### src/verilog/router_config.svh
`ifndef ROUTER_CONFIG_SVH
`define ROUTER_CONFIG_SVH

// input ports in the order L, N, E, W, S
`define NUM_PORTS 5

// bits per flit, type in the top three bits
`define FLIT_WIDTH 16

// hold limit field in the low bits of a header payload
`define LEN_WIDTH 12

`endif

### src/verilog/routerPkg.sv
`include "router_config.svh"

package routerPkg;

  typedef logic [`FLIT_WIDTH-1:0] flit_t;
  typedef logic [2:0] flitType_t;
  typedef logic [`LEN_WIDTH-1:0] pktLength_t;
  typedef logic [`NUM_PORTS-1:0] grant_t;
  typedef logic [2:0] portId_t;

  // flit type codes
  localparam flitType_t FLIT_HEADER = 3'd1;
  localparam flitType_t FLIT_BODY = 3'd2;
  localparam flitType_t FLIT_TAIL = 3'd4;

  // one-hot, bit 0 is idle and bits 5:1 follow the grant order
  typedef enum logic [`NUM_PORTS:0] {
    IDLE    = 6'b000001,
    GRANT_L = 6'b000010,
    GRANT_N = 6'b000100,
    GRANT_E = 6'b001000,
    GRANT_W = 6'b010000,
    GRANT_S = 6'b100000
  } arbState_t;

endpackage

### src/verilog/flitIf.sv
`timescale 1ns/1ps

interface flitIf
  import routerPkg::*;
();

  logic valid;
  flit_t flit;
  // level held from header to tail
  logic req;
  // length of the last header seen on this port
  pktLength_t length;

  modport source
  (
    output valid,
    output flit,
    output req,
    output length
  );

  modport sink
  (
    input valid,
    input flit,
    input req,
    input length
  );

endinterface

### src/verilog/crossbarStage.sv
`timescale 1ns/1ps
`include "router_config.svh"

module crossbarStage
  import routerPkg::*;
(
  input logic clk,
  input logic rst,
  flitIf.sink ports [`NUM_PORTS],
  input grant_t grant,
  output logic outValid,
  output flit_t outFlit,
  output portId_t outPort
);

  grant_t validVec;
  flit_t flitVec [`NUM_PORTS];
  logic selValid;
  flit_t selFlit;
  portId_t selPort;

  for (genvar i = 0; i < `NUM_PORTS; i++)
  begin : genPort
    assign validVec[i] = ports[i].valid;
    assign flitVec[i] = ports[i].flit;
  end

  // grant is one-hot, so at most one port is selected
  always_comb
  begin
    selValid = 1'b0;
    selFlit = '0;
    selPort = '0;
    for (int i = 0; i < `NUM_PORTS; i++)
    begin
      if (grant[i])
      begin
        selValid = validVec[i];
        selFlit = flitVec[i];
        selPort = portId_t'(i);
      end
    end
  end

  always_ff @(posedge clk)
  begin
    if (rst)
      outValid <= 1'b0;
    else
      outValid <= selValid;
  end

  // flit and port index hold their last value between packets
  always_ff @(posedge clk)
  begin
    if (selValid)
    begin
      outFlit <= selFlit;
      outPort <= selPort;
    end
  end

endmodule

### src/verilog/holdTimer.sv
`timescale 1ns/1ps

module holdTimer
  import routerPkg::*;
(
  input logic clk,
  input logic rst,
  input pktLength_t length,
  input logic run,
  output logic timesUp
);

  // cycles the port has held the grant so far
  pktLength_t count;

  always_ff @(posedge clk)
  begin
    if (rst)
    begin
      count <= '0;
    end
    else if (!run)
    begin
      // restart for the next grant
      count <= '0;
    end
    else
    begin
      count <= count + 1'b1;
    end
  end

  // count starts at 0 on entry, so a port holds for length+1 cycles
  assign timesUp = (count == length);

endmodule

### src/verilog/inputStage.sv
`timescale 1ns/1ps
`include "router_config.svh"

module inputStage
  import routerPkg::*;
(
  input logic clk,
  input logic rst,
  input logic inValid,
  input flit_t inFlit,
  flitIf.source port
);

  flitType_t inType;
  flitType_t regType;
  logic validReg;
  flit_t flitReg;
  logic reqReg;
  pktLength_t lengthReg;
  logic packetDone;

  assign inType = inFlit[`FLIT_WIDTH-1 -: $bits(flitType_t)];
  assign regType = flitReg[`FLIT_WIDTH-1 -: $bits(flitType_t)];

  // end of packet seen in the registered flit
  always_comb
  begin
    packetDone = 1'b0;
    if (validReg)
    begin
      case (regType)
        FLIT_HEADER: packetDone = (lengthReg == '0);
        FLIT_BODY: packetDone = 1'b0;
        FLIT_TAIL: packetDone = 1'b1;
        default: packetDone = 1'b0;
      endcase
    end
  end

  always_ff @(posedge clk)
  begin
    if (rst)
    begin
      validReg <= 1'b0;
      reqReg <= 1'b0;
    end
    else
    begin
      validReg <= inValid;
      // a new header wins over the end of the previous packet
      if (inValid && inType == FLIT_HEADER)
        reqReg <= 1'b1;
      else if (packetDone)
        reqReg <= 1'b0;
    end
  end

  always_ff @(posedge clk)
  begin
    flitReg <= inFlit;
    if (inValid && inType == FLIT_HEADER)
      lengthReg <= inFlit[`LEN_WIDTH-1:0];
  end

  assign port.valid = validReg;
  assign port.flit = flitReg;
  assign port.req = reqReg;
  assign port.length = lengthReg;

endmodule

### src/verilog/outputPortTop.sv
`timescale 1ns/1ps
`include "router_config.svh"

module outputPortTop
  import routerPkg::*;
(
  input logic clk,
  input logic rst,
  input logic [`NUM_PORTS-1:0] inValid,
  input flit_t inFlit [`NUM_PORTS],
  output grant_t grant,
  output logic outValid,
  output flit_t outFlit,
  output portId_t outPort
);

  // one bundle per input port, index order L, N, E, W, S
  flitIf portBus [`NUM_PORTS] ();

  for (genvar i = 0; i < `NUM_PORTS; i++)
  begin : genInput
    inputStage inputStageInst
    (
      .clk(clk),
      .rst(rst),
      .inValid(inValid[i]),
      .inFlit(inFlit[i]),
      .port(portBus[i])
    );
  end

  switchArbiter arbiterInst
  (
    .clk(clk),
    .rst(rst),
    .ports(portBus),
    .grant(grant)
  );

  crossbarStage crossbarInst
  (
    .clk(clk),
    .rst(rst),
    .ports(portBus),
    .grant(grant),
    .outValid(outValid),
    .outFlit(outFlit),
    .outPort(outPort)
  );

endmodule

### src/verilog/switchArbiter.sv
`timescale 1ns/1ps
`include "router_config.svh"

module switchArbiter
  import routerPkg::*;
(
  input logic clk,
  input logic rst,
  flitIf.sink ports [`NUM_PORTS],
  output grant_t grant
);

  arbState_t curState;
  arbState_t nextState;
  grant_t reqVec;
  grant_t timesUp;
  grant_t run;
  pktLength_t lenVec [`NUM_PORTS];

  // state that grants port idx
  function automatic arbState_t grantState(input int idx);
    logic [`NUM_PORTS:0] oneHot;
    oneHot = {{`NUM_PORTS{1'b0}}, 1'b1} << (idx + 1);
    return arbState_t'(oneHot);
  endfunction

  // first requester among count ports from first on, wrapping after S
  function automatic arbState_t pickNext(input grant_t reqs, input int first, input int count);
    arbState_t pick;
    int idx;
    pick = IDLE;
    // scan backwards so the earliest port in the order wins
    for (int k = `NUM_PORTS - 1; k >= 0; k--)
    begin
      idx = (first + k) % `NUM_PORTS;
      if (k < count && reqs[idx])
        pick = grantState(idx);
    end
    return pick;
  endfunction

  for (genvar i = 0; i < `NUM_PORTS; i++)
  begin : genPort
    assign reqVec[i] = ports[i].req;
    assign lenVec[i] = ports[i].length;

    holdTimer timerInst
    (
      .clk(clk),
      .rst(rst),
      .length(lenVec[i]),
      .run(run[i]),
      .timesUp(timesUp[i])
    );
  end

  always_comb
  begin
    run = '0;
    nextState = IDLE;
    if (curState == IDLE)
    begin
      // from idle the order starts at L
      nextState = pickNext(reqVec, 0, `NUM_PORTS);
    end
    else
    begin
      for (int p = 0; p < `NUM_PORTS; p++)
      begin
        if (curState == grantState(p))
        begin
          if (reqVec[p] && !timesUp[p])
          begin
            // keep the output, timer counts only while staying
            run[p] = 1'b1;
            nextState = curState;
          end
          else
          begin
            // the current port is not a candidate, others after it are
            nextState = pickNext(reqVec, p + 1, `NUM_PORTS - 1);
          end
        end
      end
    end
  end

  always_ff @(posedge clk)
  begin
    if (rst)
      curState <= IDLE;
    else
      curState <= nextState;
  end

  // drop the idle bit, the rest is already one-hot per port
  assign grant = curState[`NUM_PORTS:1];

endmodule
### config.mk
export PLATFORM = sky130hd
export DESIGN_NAME = outputPortTop
export DESIGN_NICKNAME = d
export VERILOG_FILES = /design/src/verilog/routerPkg.sv /design/src/verilog/flitIf.sv /design/src/verilog/crossbarStage.sv /design/src/verilog/holdTimer.sv /design/src/verilog/inputStage.sv /design/src/verilog/outputPortTop.sv /design/src/verilog/switchArbiter.sv
export VERILOG_INCLUDE_DIRS = /design/src /design/src/verilog
export SDC_FILE = /design/constraint.sdc
export NUM_CORES = 1
export LEC_CHECK = 0
export BUFFER_PORTS_ARGS = -buffer_cell sky130_fd_sc_hd__buf_2
export CAP_MARGIN = 10
export CORE_MARGIN = 4
export CORE_UTILIZATION = 45
export DETAILED_ROUTE_END_ITERATION = 10
export PLACE_DENSITY = 0.65
export SETUP_SLACK_MARGIN = 0.2
export SYNTH_ARGS = -nofsm -noshare
export SYNTH_HDL_FRONTEND = slang
export SYNTH_HIERARCHICAL = 1
export SYNTH_SLANG_ARGS = --single-unit
### constraint.sdc
create_clock -name clk -period 2.73 [get_ports clk]
set_input_delay 0 -clock clk [delete_from_list [all_inputs] [get_ports clk]]
set_output_delay 0 -clock clk [all_outputs]
set_load 0.005 [all_outputs]
Yosys cells after proc, flatten, opt, wreduce, memory -nomap -nowiden. Index checks and enable logic that the tools add are counted.

Flip-flop bits (word level): 236. Output and inout bits: 25. Logic and storage cells: 177.

Add/subtract/negate cells: 5. Equality and inequality tests: 31. Mux-type cells: 76. Bitwise gates (word level): 5. Reductions and logical operators: 31.

Operator list (count): 6-bit two-way mux (22); 16-bit two-way mux (5); 12-bit by 1-bit adder with 12-bit output (second input constant) (5); 12-bit equality test (5); 12-bit logical NOT (5); 1-bit two-way mux (31); 3-bit by 1-bit equality test with 1-bit output (second input constant) (10); 5-bit two-way mux (5); 3-bit equality test (second input constant) (5); 4-bit two-way mux (3); 1-bit logical AND (10); 1-bit case mux with 2 select lines (5); 2-bit nonzero test (5); 2-bit OR reduction (5); 7-bit by 6-bit != test with 1-bit output (second input constant) (1); 6-bit by 1-bit equality test with 1-bit output (second input constant) (1); 6-bit by 2-bit equality test with 1-bit output (second input constant) (1); 6-bit by 3-bit equality test with 1-bit output (second input constant) (1); 6-bit by 4-bit equality test with 1-bit output (second input constant) (1); 6-bit by 5-bit equality test with 1-bit output (second input constant) (1); 6-bit equality test (second input constant) (1); 2-bit two-way mux (3); 3-bit two-way mux (2); 6-bit by 5-bit != test with 1-bit output (second input constant) (1); 6 further kinds (14).

Longest topological paths before layout. Gate-level depths: netlist of the first run.

Depth in word-level cells: 11. Gate-level depth with buffers: 11. Mapped depth without buffers: 9.

Modules after synthesis. The synthesis of the first run kept the hierarchy.

By module, submodules not included: inputStage (instances 5, cells an instance 42, area an instance 812.0 um2, sequential area each 720.7 um2); holdTimer (instances 5, cells an instance 76, area an instance 659.4 um2, sequential area each 240.2 um2); crossbarStage (instances 1, cells an instance 146, area an instance 1455.1 um2, sequential area each 590.6 um2); switchArbiter (instances 1, cells an instance 84, area an instance 695.7 um2, sequential area each 120.1 um2).

Worst setup path before layout of the first run. OpenSTA, ideal clock, no wires.

Path type: register -> register. Start point: reg arbiterInst.curState[2]. End point: reg crossbarInst.outFlit[0], enable pin. Arrival time: 1.767 ns. Required time: 2.354 ns. Setup slack: 0.587 ns. Cell stages (with the launch flop): 7. Period minus slack after synthesis: 2.143 ns. Cell sequence: dfxtp_1 buf_4 buf_6 nor4b_4 buf_6 a222oi_1 nand2_1.

Longest elaborated chain between the ends: 4.

RTL lines: start: declaration (line switchArbiter.sv:13) `arbState_t curState;`; start signal: assignment (line switchArbiter.sv:93) `curState <= nextState;`; 1-bit two-way mux (4 in series) (line crossbarStage.sv:36) `if (grant[i])`; net crossbarInst.selValid (line crossbarStage.sv:18) `logic selValid;`; end signal: assignment (line crossbarStage.sv:58) `outFlit <= selFlit;`; end: declaration (line crossbarStage.sv:12) `output flit_t outFlit,`.

The timed path passes the listed nets, and every way through them passes these cells. A chain may end at the register's enable or synchronous reset.

Final worst setup path of the first run.
Start point: reg arbiterInst.genPort[1].timerInst.count[2]. End point: reg arbiterInst.curState[5].

Longest elaborated chain between the ends: 5.

RTL lines: start: declaration (line holdTimer.sv:14) `pktLength_t count;`; start signal: assignment (line holdTimer.sv:29) `count <= count + 1'b1;`; 12-bit equality test (line holdTimer.sv:34) `assign timesUp = (count == length);`; net arbiterInst.timesUp[1] (line switchArbiter.sv:16) `grant_t timesUp;`; 1-bit logical NOT (line switchArbiter.sv:72) `if (reqVec[p] && !timesUp[p])`; 1-bit logical AND (line switchArbiter.sv:72); 6-bit by 5-bit != test with 1-bit output (no line); 5-bit AND reduction (no line).

The timed path passes the listed nets, and every way through them passes these cells.

==> results.txt, run 1 <==
The height of the chip works out to 153 um. The quantity of hold-fixing buffers added after cts was 90; the met3 layer usage reported by global route was 3.53%. Final-report hold violation count: 0. In the synthesized netlist the dominant register cell turns out to be sky130_fd_sc_hd__dfxtp_1. The type of the worst min-delay path is primary input to flop. The synthesized design contains 236 register bits.

The startpoint kind of the worst setup timing path was a flop. The setup TNS after final layout was 0 ns. The run gives 0 as the final number of setup-violating endpoints. After layout, the worst setup slack is 0.447 ns.

The post-placement setup slack is 0.501 ns. Of the cells placed in the final design, the portion with a size suffix greater than 1 is 21.0%. The count of nets after finishing is 1118, and the total of max-cap violations is 0. The run gives 0.0235 mm^2 as the area of the die. Power spread over the standard cell area amounts to 663 mW/mm^2.

The tools report the global routing met2 resource utilization as 32.8%. The top cell type by area accounts for 33.1% of the synthesized area. The met1 layer usage reported by global route is 26.9%, and the fill cell instance count of the final layout is 1675.

Async set or reset register ratio after synthesis: 0%. The run gives 2.69 ns as the data arrival time of the critical path. Once the floorplan was initialized, standard cells occupied 46.4% of the core. The count of final max-slew check failures was 0. The worst path uses 83.6% of the clock period.

The register clock-pin slew on the reported worst setup and hold paths is 0.06 ns. The run gives 1314 as the number of cells in the finished layout apart from fillers. The worst pin sits at a relative slew slack of 41.4%. The root buffer cell chosen for the clock tree is sky130_fd_sc_hd__clkbuf_16. The tools report the TritonCTS sink count as 236.

The number of nets still failing antenna checks after routing was 0; the total global routing overflow was 0. At the pin with the least slew margin, the transition time is 0.875 ns. Counting instances, the worst hold path has a depth of 2. The sequential cell area came out at 0.00552 mm^2. The via-per-instance ratio is 5.35. In this run the critical register-to-register path is captured at arbiterInst/curState[5]. The number of buffers on the longest clock path is 3. The first global-routing pass estimated 37600 um of wire. For the H-tree level count, the log shows 1. The setup check on the worst reg-to-reg path leaves a slack of 0.45 ns.

Setup repair after global routing left no endpoint under its margin. The floorplan has 52 rows. The number of different library cells used by synthesis comes to 66. Static timing analysis puts the maximum clock frequency at 438 MHz. The tools report the gate count after technology mapping as 820.

The analysis attributes to cell leakage a power of 0.00432 uW. Detailed routing inserted a total of 7029 vias. At the end of routability-driven placement, the weighted congestion stood at 0.869.

The run gives 0.00951 mm^2 as the netlist area before placement. In the routed design, unresolved DRC markers number 0. Total of warnings raised by yosys: 6. The clock reaches the later pin of the worst-skew pair after 0.52 ns.

The number of synthesized flops with an enable pin came out at 79. For the number of antenna violations at the first check in global routing, the log shows 0. Summing all multi-input logic gate instances after layout gives 0.00366 mm^2. The number of top-level pins was 112; the violation count after the first detailed-route iteration was 362. The average instance in the mapped netlist occupies 11.6 um^2. Final hold analysis gives a worst-case slack of 0.125 ns. Horizontal die dimension: 153 um.

For the number of placed instances with taps included, the log shows 1180. The layer with the highest usage was met2. In this run the most critical hold path is launched from inFlit[28]. The maximum fanout count along the critical path came out at 7. For the total power consumption of the routed design, the log shows 7970 uW. After synthesis, the cell types taking the most area are sky130_fd_sc_hd__dfxtp_1, sky130_fd_sc_hd__edfxtp_1, sky130_fd_sc_hd__xnor2_1.

Global routing used 19.9% of the available tracks. The number of diodes added for antenna fixing is 0. The source of the worst register-to-register timing path is arbiterInst/genPort[1].timerInst/count[2]. The flow ran to the end, and the final reports show no timing, DRC or antenna violations. The average detailed-routed wire length per instance is 18.4 um.

Compared with the post-synthesis result, the final layout area differs by 26.3%. TritonCTS created 24 clock buffers. The run gives 0 as the count of instances resized after the clock tree is built. The tools report the via count of the first global-routing pass as 7005. The number of nets handed over by synthesis was 912.

The first detailed-routing pass ran for 5 iterations. The worst hold path terminates at genInput[3].inputStageInst/port.flit[12]. Entering global routing, the biggest net connects 40 pins.

The post-synthesis cell type with the largest combined area was sky130_fd_sc_hd__dfxtp_1. The run gives 24200 um as the total routed wirelength. The run gives 3.14 ns as the data required time of the worst path. The path depth of the worst reg2reg path was 8. Kind of critical path: flop to flop. Summed over all nets, the half-perimeter wirelength after detailed placement is 17000 um.

In this run the post-CTS setup repair buffer count came out at 0. For the finished layout, the period the worst path requires is 2.28 ns. The core region is 0.0205 mm^2. The tools report the largest voltage drop on the vdd net as 0.000543 V.

TritonCTS built the clock tree. The sequential area share after synthesis was 58.0%; the largest clock skew in the final design was 0.0100 ns. STA classifies the critical path endpoint as a flop. The number of buffer cells added on primary ports was 111.
cell families after synthesis:
logic type	Yosys count	share of synthesized area (%)
AO/OA/AOI/OAI	142	10.8
XOR/XNOR	76	7.00
adder cells (fa/ha/maj)	5	0.658
buffers and inverters	69	3.50
flip-flops	236	58.0
multiplexers	10	1.12
AND/OR/NAND/NOR	282	19.0
worst max-delay path by stage:
stage / start / end / slack (ns) / depth (start not counted)
after floorplan: arbiterInst/curState[2] / crossbarInst/outFlit[0] / 0.59 / 6
after global placement: arbiterInst/curState[2] / arbiterInst/curState[5] / 0.48 / 6
after detailed placement: arbiterInst/genPort[1].timerInst/count[2] / arbiterInst/curState[5] / 0.50 / 8
after CTS: arbiterInst/genPort[1].timerInst/count[2] / arbiterInst/curState[5] / 0.47 / 8
after global routing: arbiterInst/curState[3] / crossbarInst/outFlit[8] / 0.30 / 4
final: arbiterInst/genPort[1].timerInst/count[2] / arbiterInst/curState[5] / 0.45 / 8
critical path, stage by stage, from the launching register on:
cell and delay, ns:
sky130_fd_sc_hd__dfxtp_1 0.48, sky130_fd_sc_hd__xnor2_1 0.15, sky130_fd_sc_hd__nand4_1 0.10, sky130_fd_sc_hd__nor3_1 0.35, sky130_fd_sc_hd__and4b_1 0.33, sky130_fd_sc_hd__nor4b_2 0.29, sky130_fd_sc_hd__buf_4 0.19, sky130_fd_sc_hd__o41ai_2 0.07
sky130_fd_sc_hd__o221a_1 0.20
placed cells by master (no fill, tap or decap), drive strengths merged, types with 21 or more instances in the layout:
cell type,n
a21oi,53
buf,124
clkbuf,27
dfxtp,157
dlygate4sd3,90
edfxtp,79
inv,38
nand2,36
nand3,22
nand3b,23
nand4,30
nor2,43
o21ai,21
xnor2,70
per-stage QoR:
| stage | util, % | instance area (um^2) |
|---|---|---|
| after floorplan | - | 9510 |
| after global placement | 50.3 | 10300 |
| after detailed placement | 50.3 | 10300 |
| after CTS | 58.6 | 12000 |
| after global routing | 58.6 | 12000 |
| final | 58.6 | 12000 |
routing by layer:
metal,part of all wire (%),vias to the layer above,routed length [um]
met5,0,-,0
met4,2.7,0,642
met3,6.0,51,1450
met2,47,221,11400
met1,44,3343,10700
li1,-,3414,-
flip-flops by register name, summed over array words and instances, names as in the netlist:
name / count
arbiterInst/curState: 6
arbiterInst/genPort.timerInst/count: 60
crossbarInst/outFlit: 16
crossbarInst/outPort: 3
crossbarInst/outValid: 1
genInput.inputStageInst/port.flit: 80
genInput.inputStageInst/port.length: 60
genInput.inputStageInst/port.req: 5
genInput.inputStageInst/port.valid: 5
cell usage after synthesis (all sizes together) (5+ instances only):
cell type,count
nand2,36
buf,25
mux2,5
xor2,6
or2b,5
nand2b,17
nor3,11
o31ai,10
clkbuf,9
nor2,43
nor4,17
nand4,30
xnor2,70
mux2i,5
a2bb2oi,17
inv,35
edfxtp,79
dfxtp,157
or4,12
and2,6
a21oi,53
nor2b,17
ha,5
and4,10
nand3,22
nor4b,9
o22ai,5
a221o,16
or3,10
nand3b,23
and4bb,6
o21ai,21
where the power goes:
part           internal, uW  switching (uW)  total (uW)
combinational           392             360         751
clock                  1880            1410        3290
sequential             3800             128        3920
total                  6070            1890        7970
final cells by class:
cell class,count,share of cell area (%)
multi-input cells,515,30.5
well taps,270,2.81
clock buffers,27,5.27
inverters,35,1.09
repair buffers,214,13.0
flip-flops and latches,236,45.9
clock inverters,17,1.36
No activity file was read; power rests on OpenSTA's default activity.
==> run 2, diff against run 1 <==
- clock period: 2.73 -> 2.2 ns (I/O delays scaled with it)
==> results.txt, run 2 (synthesis gave the netlist of run 1 again) <==
The flow ran to the end, and the final reports show no timing, DRC or antenna violations. The kind of critical path was flop to flop. The total non-filler cell area in the finished layout came out at 0.0127 mm^2 (+6.1%). The horizontal die dimension was 153 um (unchanged). The detailed-router iteration count before antenna repair was 5 (unchanged); the register clock-pin slew on the reported worst setup and hold paths was 0.07 ns (about the same). The post-layout minimum cycle time was 2.17 ns (-0.108 ns). The total power consumption of the routed design was 10600 uW (+33%). The maximum fanout count along the critical path came out at 4 (-3).

The total of max-cap violations came out at 0 (unchanged). The violation count after the first detailed-route iteration was 461 (+27%); the final number of setup-violating endpoints was 0 (unchanged). The final estimated routing congestion in global placement was 0.858 (-1.3%); the layout cell share with drive strength beyond 1 was 27.3% (+6.4 points). The transition time at the pin with the least slew margin works out to 0.498 ns (-0.377 ns).

For the detailed-route DRC error count, the log shows 0 (unchanged). The total routed wirelength is 25400 um (+5.1%). Number of nets still failing antenna checks after routing: 0 (unchanged). The tools report the post-detailed-placement cell area as 0.0107 mm^2 (+3.9%). Setup repair after global routing could not meet its margin everywhere. The effective utilization at floorplan was 46.4% (unchanged); the TritonCTS sink count was 236 (unchanged). The number of buffers on the longest clock path was 3 (unchanged). The area of the die is 0.0235 mm^2 (unchanged). The worst hold path cell count was 2 (unchanged); the path depth of the worst reg2reg path was 9 (+1). The total global routing overflow is 0 (unchanged). The ratio of final minimum period to clock period is 98.8% (+15 points). H-tree level count: 1 (unchanged).

The fill cell instance count of the final layout was 1597 (-4.7%); the count of final max-slew check failures was 0 (unchanged). The run gives 1 (+1) as the number of antenna violations at the first check in global routing. The maximum number of pins on one net before global-route repair was 49 (+23%); the number of flip-flops under the largest register name was 80 (unchanged).

The run gives 0.00474 uW (+9.8%) as the leakage power. The tools report the end-of-flow core utilization as 62.2% (+3.6 points). The via-per-instance ratio came out at 5.29 (-1.1%). The logs give 1376 (+4.7%) for the number of cells in the finished layout apart from fillers and 0 ns (unchanged) for the setup TNS after final layout. The average detailed-routed wire length per instance was 18.5 um (+0.37%). The total CTS buffers came out at 25 (+4.2%).

The top cell types in the final layout, fill and taps aside, are sky130_fd_sc_hd__dfxtp_1, sky130_fd_sc_hd__buf_2, sky130_fd_sc_hd__dlygate4sd3_1. In this run the worst hold path is classified as primary input to flop. STA classifies the critical path endpoint as a flop. The relative max-transition margin was 66.5% (+25 points). TritonCTS built the clock tree. Count of nets after finishing: 1178 (+5.4%). The detailed-placement wirelength estimate is 17900 um (+5.4%), and the number of top-level pins is 112 (unchanged).

The highest clock frequency the design can meet was 460 MHz (+5.0%). The tools report the cell at the root of the clock tree as sky130_fd_sc_hd__clkbuf_16. For the total number of vias, the log shows 7279 (+3.6%). STA classifies the critical path startpoint as a flop. The logs give 7099 (+1.3%) for the via count of the first global-routing pass and 0.000686 V (+26%) for the largest voltage drop on the vdd net. The area inside the core boundary was 0.0205 mm^2 (unchanged); the area growth from synthesis to layout was 34.1%. The tools report the data required time of the worst path as 2.66 ns (-0.48 ns).

The number of buffer cells added on primary ports was 111 (unchanged). The logs give 20.8% (+0.92 points) for the overall routing resource usage and 0.00377 mm^2 (+3.0%) for the footprint of the multi-input gates. The run gives 39000 um (+3.7%) as the first-pass GRT wire length. Latest clock arrival within the worst-skew pair: 0.54 ns (+0.02 ns).

For the data arrival time of the critical path, the log shows 2.63 ns (-0.06 ns). The final-report hold violation count was 0 (unchanged); the height of the chip was 153 um (unchanged). The largest clock skew in the final design was 0.0178 ns (+0.00781 ns); the standard-cell row count was 52 (unchanged). The tools report the sequential cell area as 0.00552 mm^2 (about the same). The tools report the number of placed instances with taps included as 1227 (+4.0%).

The most common cell after layout, fill and taps aside was sky130_fd_sc_hd__dfxtp_1. Power per cell area: 830 mW/mm^2 (+25%).
[run 2: power by group]
group          switching, uW  leakage [uW]  internal (uW)  total, uW
logic                    510       0.00226            547       1060
registers                127       0.00202           4710       4840
clock network           1850      0.000459           2840       4690
total                   2490       0.00474           8100      10600
[run 2: final cells by class]
cell class                      count  area share, %
Clock buffer                       28           5.24
Sequential cell                   236           43.3
Inverter                           35           1.03
Clock inverter                     18           2.10
Timing Repair Buffer              273           16.1
Antenna cell                        1         0.0196
Multi-Input combinational cell    515           29.6
Tap cell                          270           2.65
[run 2: critical path, stage by stage, from the launching register on]
cell and delay (ns):
sky130_fd_sc_hd__edfxtp_1 0.46, sky130_fd_sc_hd__xnor2_2 0.16, sky130_fd_sc_hd__nand4_1 0.13, sky130_fd_sc_hd__nor3_2 0.21
sky130_fd_sc_hd__buf_4 0.14, sky130_fd_sc_hd__and4b_1 0.23, sky130_fd_sc_hd__nor4b_4 0.35, sky130_fd_sc_hd__buf_4 0.19
sky130_fd_sc_hd__o211ai_1 0.08, sky130_fd_sc_hd__a21oi_1 0.14
[run 2: worst paths after layout]
kind	start	to	slack, ns
worst min register to register	arbiterInst/genPort[2].timerInst/count[11]	arbiterInst/genPort[2].timerInst/count[11]	0.49
worst max-delay path	genInput[0].inputStageInst/port.length[1]	arbiterInst/curState[3]	0.03
worst max register to register	genInput[0].inputStageInst/port.length[1]	arbiterInst/curState[3]	0.03
worst min-delay path	inFlit[12]	genInput[4].inputStageInst/port.flit[12]	0.09
[run 2: metrics by stage]
stage	worst slack, ns	hold slack [ns]
3_5_place_dp	0.0458	0.104
5_1_grt	-0.0736	0.0862
2_1_floorplan	0.204	0.0277
6_report	0.0256	0.0928
4_1_cts	0.0811	0.0760
3_3_place_gp	0.0511	0.103
[run 2: metal layers]
metal | GRT usage, % | wire length, um | vias to the layer above | share of wire [%]
met4 | 6.85 | 753 | 0 | 3.0
met5 | 0 | 0 | - | 0
met3 | 2.80 | 1430 | 43 | 5.6
met1 | 29.1 | 11400 | 3450 | 45
met2 | 33.7 | 11800 | 229 | 46
li1 | - | - | 3557 | -
[run 2: what timing repair did]
| item | CTS | global route |
|---|---|---|
| buffers inserted | 5 | 9 |
| gates cloned | 0 | 0 |
| pin swaps | 5 | 10 |
| hold endpoints to repair | 147 | 0 |
| setup endpoints to repair | 30 | 36 |
| hold buffers | 88 | 0 |
| resized for setup | 10 | 15 |
==> run 3, diff against run 2 <==
- CTS_BUF_LIST: unset -> sky130_fd_sc_hd__clkbuf_2
==> results.txt, run 3 (synthesis gave the netlist of run 1 again) <==
The leakage power was 0.00509 uW (+7.3%); the longest individual stage delay on the worst path was 0.45 ns (about the same). The data arrival time of the critical path was 2.94 ns (+0.31 ns). Total number of vias: 8075 (+11%).

The data required time of the worst path is 2.92 ns (+0.26 ns). For the latest clock arrival within the worst-skew pair, the log shows 0.90 ns (+0.36 ns). The height of the chip was 153 um (unchanged).

For the total global routing overflow, the log shows 0 (unchanged). Count of final max-slew check failures: 0 (unchanged). The most common cell after layout, fill and taps aside is sky130_fd_sc_hd__dlygate4sd3_1.

The worst setup path is captured at a flop. The maximum number of pins on one net before global-route repair was 49 (unchanged); the detailed-router iteration count before antenna repair was 5 (unchanged). The area growth from synthesis to layout is 40.4%.

The maximum fanout count along the critical path came out at 4 (unchanged). The detailed-placement wirelength estimate was 17900 um (unchanged); the total power consumption of the routed design was 9160 uW (-13%). The run gives -0.0180 ns (-0.0180 ns) as the setup TNS after final layout. The overall routing resource usage came out at 23.3% (+2.4 points).

The logs give 0.000464 V (-32%) for the largest voltage drop on the vdd net and 58 (+130%) for the total CTS buffers. The number of buffer cells added on primary ports was 111 (unchanged). For the count of nets after finishing, the log shows 1302 (+11%).

Setup repair after global routing could not meet its margin everywhere. For the total of max-cap violations, the log shows 0 (unchanged). The layer with the highest usage was met2.

The largest clock skew in the final design is 0.117 ns (+0.0990 ns). The transition time at the pin with the least slew margin was 0.531 ns (+0.0337 ns); the effective utilization at floorplan was 46.4% (unchanged). Cell at the root of the clock tree: sky130_fd_sc_hd__clkbuf_2. For the highest clock frequency the design can meet, the log shows 451 MHz (-2.0%). The logs give 43600 um (+12%) for the first-pass GRT wire length and 0.0205 mm^2 (unchanged) for the area inside the core boundary. The library cells used most frequently in the layout, excluding fill and tap cells, are sky130_fd_sc_hd__dlygate4sd3_1, sky130_fd_sc_hd__dfxtp_1, sky130_fd_sc_hd__buf_2. The horizontal die dimension came out at 153 um (unchanged).

For the total routed wirelength, the log shows 28500 um (+12%). The register clock-pin slew on the reported worst setup and hold paths is 0.15 ns (+0.08 ns). The number of nets still failing antenna checks after routing is 0 (unchanged). The final-report hold violation count is 0 (unchanged), and the number of flip-flops under the largest register name is 80 (unchanged). Ratio of final minimum period to clock period: 101% (+2.0 points).

Post-placement setup slack: 0.0458 ns (unchanged). The run gives 0 (unchanged) as the detailed-route DRC error count. The run finished, with violations left.

The path depth of the worst reg2reg path works out to 9 (unchanged). The tightest min-delay check is of the primary input to flop type. The run gives 0.241 ns (+0.148 ns) as the minimum hold slack.

The via-per-instance ratio was 5.26 (-0.56%); the met1 layer usage reported by global route was 30.3% (+1.1 points). The most common cell type on the critical path was sky130_fd_sc_hd__buf_4. The logs give 39.4% (+5.7 points) for the global routing met2 resource utilization and 112 (unchanged) for the number of top-level pins. The worst setup path is launched from a flop.

The checks that failed: setup timing. The final estimated routing congestion in global placement came out at 0.858 (unchanged). The tools report the number of antenna violations at the first check in global routing as 4 (+3).

The critical path is of the flop to flop type. TritonCTS built the clock tree. The met3 layer usage reported by global route is 4.10% (+1.3 points). The standard-cell row count was 52 (unchanged). The tools report the H-tree level count as 2 (+1).

The violation count after the first detailed-route iteration came out at 509 (+10%). The average detailed-routed wire length per instance is 18.6 um (+0.69%). Traced cell by cell, the critical path runs through xnor2_1, nand4_1, nor3_2, buf_4, and4b_1, nor4b_4, buf_4, o211ai_1, a21oi_1.

The tools report the area of the die as 0.0235 mm^2 (unchanged). The slowest stage of the critical path belongs to the cell sky130_fd_sc_hd__edfxtp_1. Instance count on the critical path: 9 (unchanged). The worst hold path cell count was 3 (+1); the final number of setup-violating endpoints was 1 (+1). The power per cell area was 686 mW/mm^2 (-17%). The end-of-flow core utilization is 65.2% (+3.0 points).

The largest delay contributor family on the critical path was simple AND/OR/NAND/NOR gates. For the relative max-transition margin, the log shows 64.6% (-1.9 points). Post-layout minimum cycle time: 2.22 ns (+0.0437 ns).

The layout cell share with drive strength beyond 1 works out to 28.4% (+1.1 points). The slack of the critical path is -0.0180 ns (-0.0437 ns), and the number of buffer and inverter instances along the worst setup path is 2 (unchanged). The run gives 236 (unchanged) as the TritonCTS sink count. The logs give 3 (unchanged) for the number of buffers on the longest clock path and 8126 (+14%) for the via count of the first global-routing pass.
==> run 3: per-layer routing <==
metal  routed length, um  share of wire (%)  vias to the layer above
met5                   0                  0                        -
met4                 834                2.9                        0
met3                1580                5.5                       67
met2               13900                 49                      313
met1               12200                 43                     3854
li1                    -                  -                     3841
==> run 3: worst paths after layout <==
| path | endpoint | slack [ns] | from |
|---|---|---|---|
| worst max register to register | arbiterInst/curState[3] | -0.02 | genInput[0].inputStageInst/port.length[1] |
| worst min-delay path | genInput[4].inputStageInst/port.req | 0.24 | rst |
| worst max-delay path | arbiterInst/curState[3] | -0.02 | genInput[0].inputStageInst/port.length[1] |
| worst min register to register | arbiterInst/genPort[2].timerInst/count[11] | 0.50 | arbiterInst/genPort[2].timerInst/count[11] |
==> run 3: cell type report <==
class,instances,area (um^2)
flip-flops and latches,236,5520
clock buffers,77,385
well taps,270,338
repair buffers,364,2970
clock inverters,33,196
fillers,1564,7140
multi-input cells,515,3810
diodes,5,12.5
inverters,35,131
==> run 3: worst reg2reg max path, delay by kind of cell, from the launching register on <==
kind                   cells  cell delay [ns]
XOR/XNOR                   1             0.16
AND/OR/NAND/NOR            4             0.89
buffers and inverters      2             0.33
AO/OA/AOI/OAI              2             0.23
flip-flops                 1             0.45
==> run 3: stage by stage <==
step / instances / instance area, um^2
2_1_floorplan: 820 / 9520
3_3_place_gp: 1227 / 10700
3_5_place_dp: 1227 / 10700
4_1_cts: 1517 / 13100
5_1_grt: 1535 / 13400
6_report: 1535 / 13400
==> run 3: power breakdown <==
group	total [uW]	switching (uW)	internal (uW)
combinational	1200	546	650
sequential	4840	135	4710
clock	3120	1890	1240
total	9160	2570	6590
==> run 3: what timing repair did <==
action                                  4_1_cts  5_1_grt
endpoints found under the setup margin       31       53
hold buffers                                176        0
hold endpoints to repair                    276        0
buffers inserted                              4       12
cloned                                        0        1
pin swaps                                     3       17
gates resized for setup                       8       33
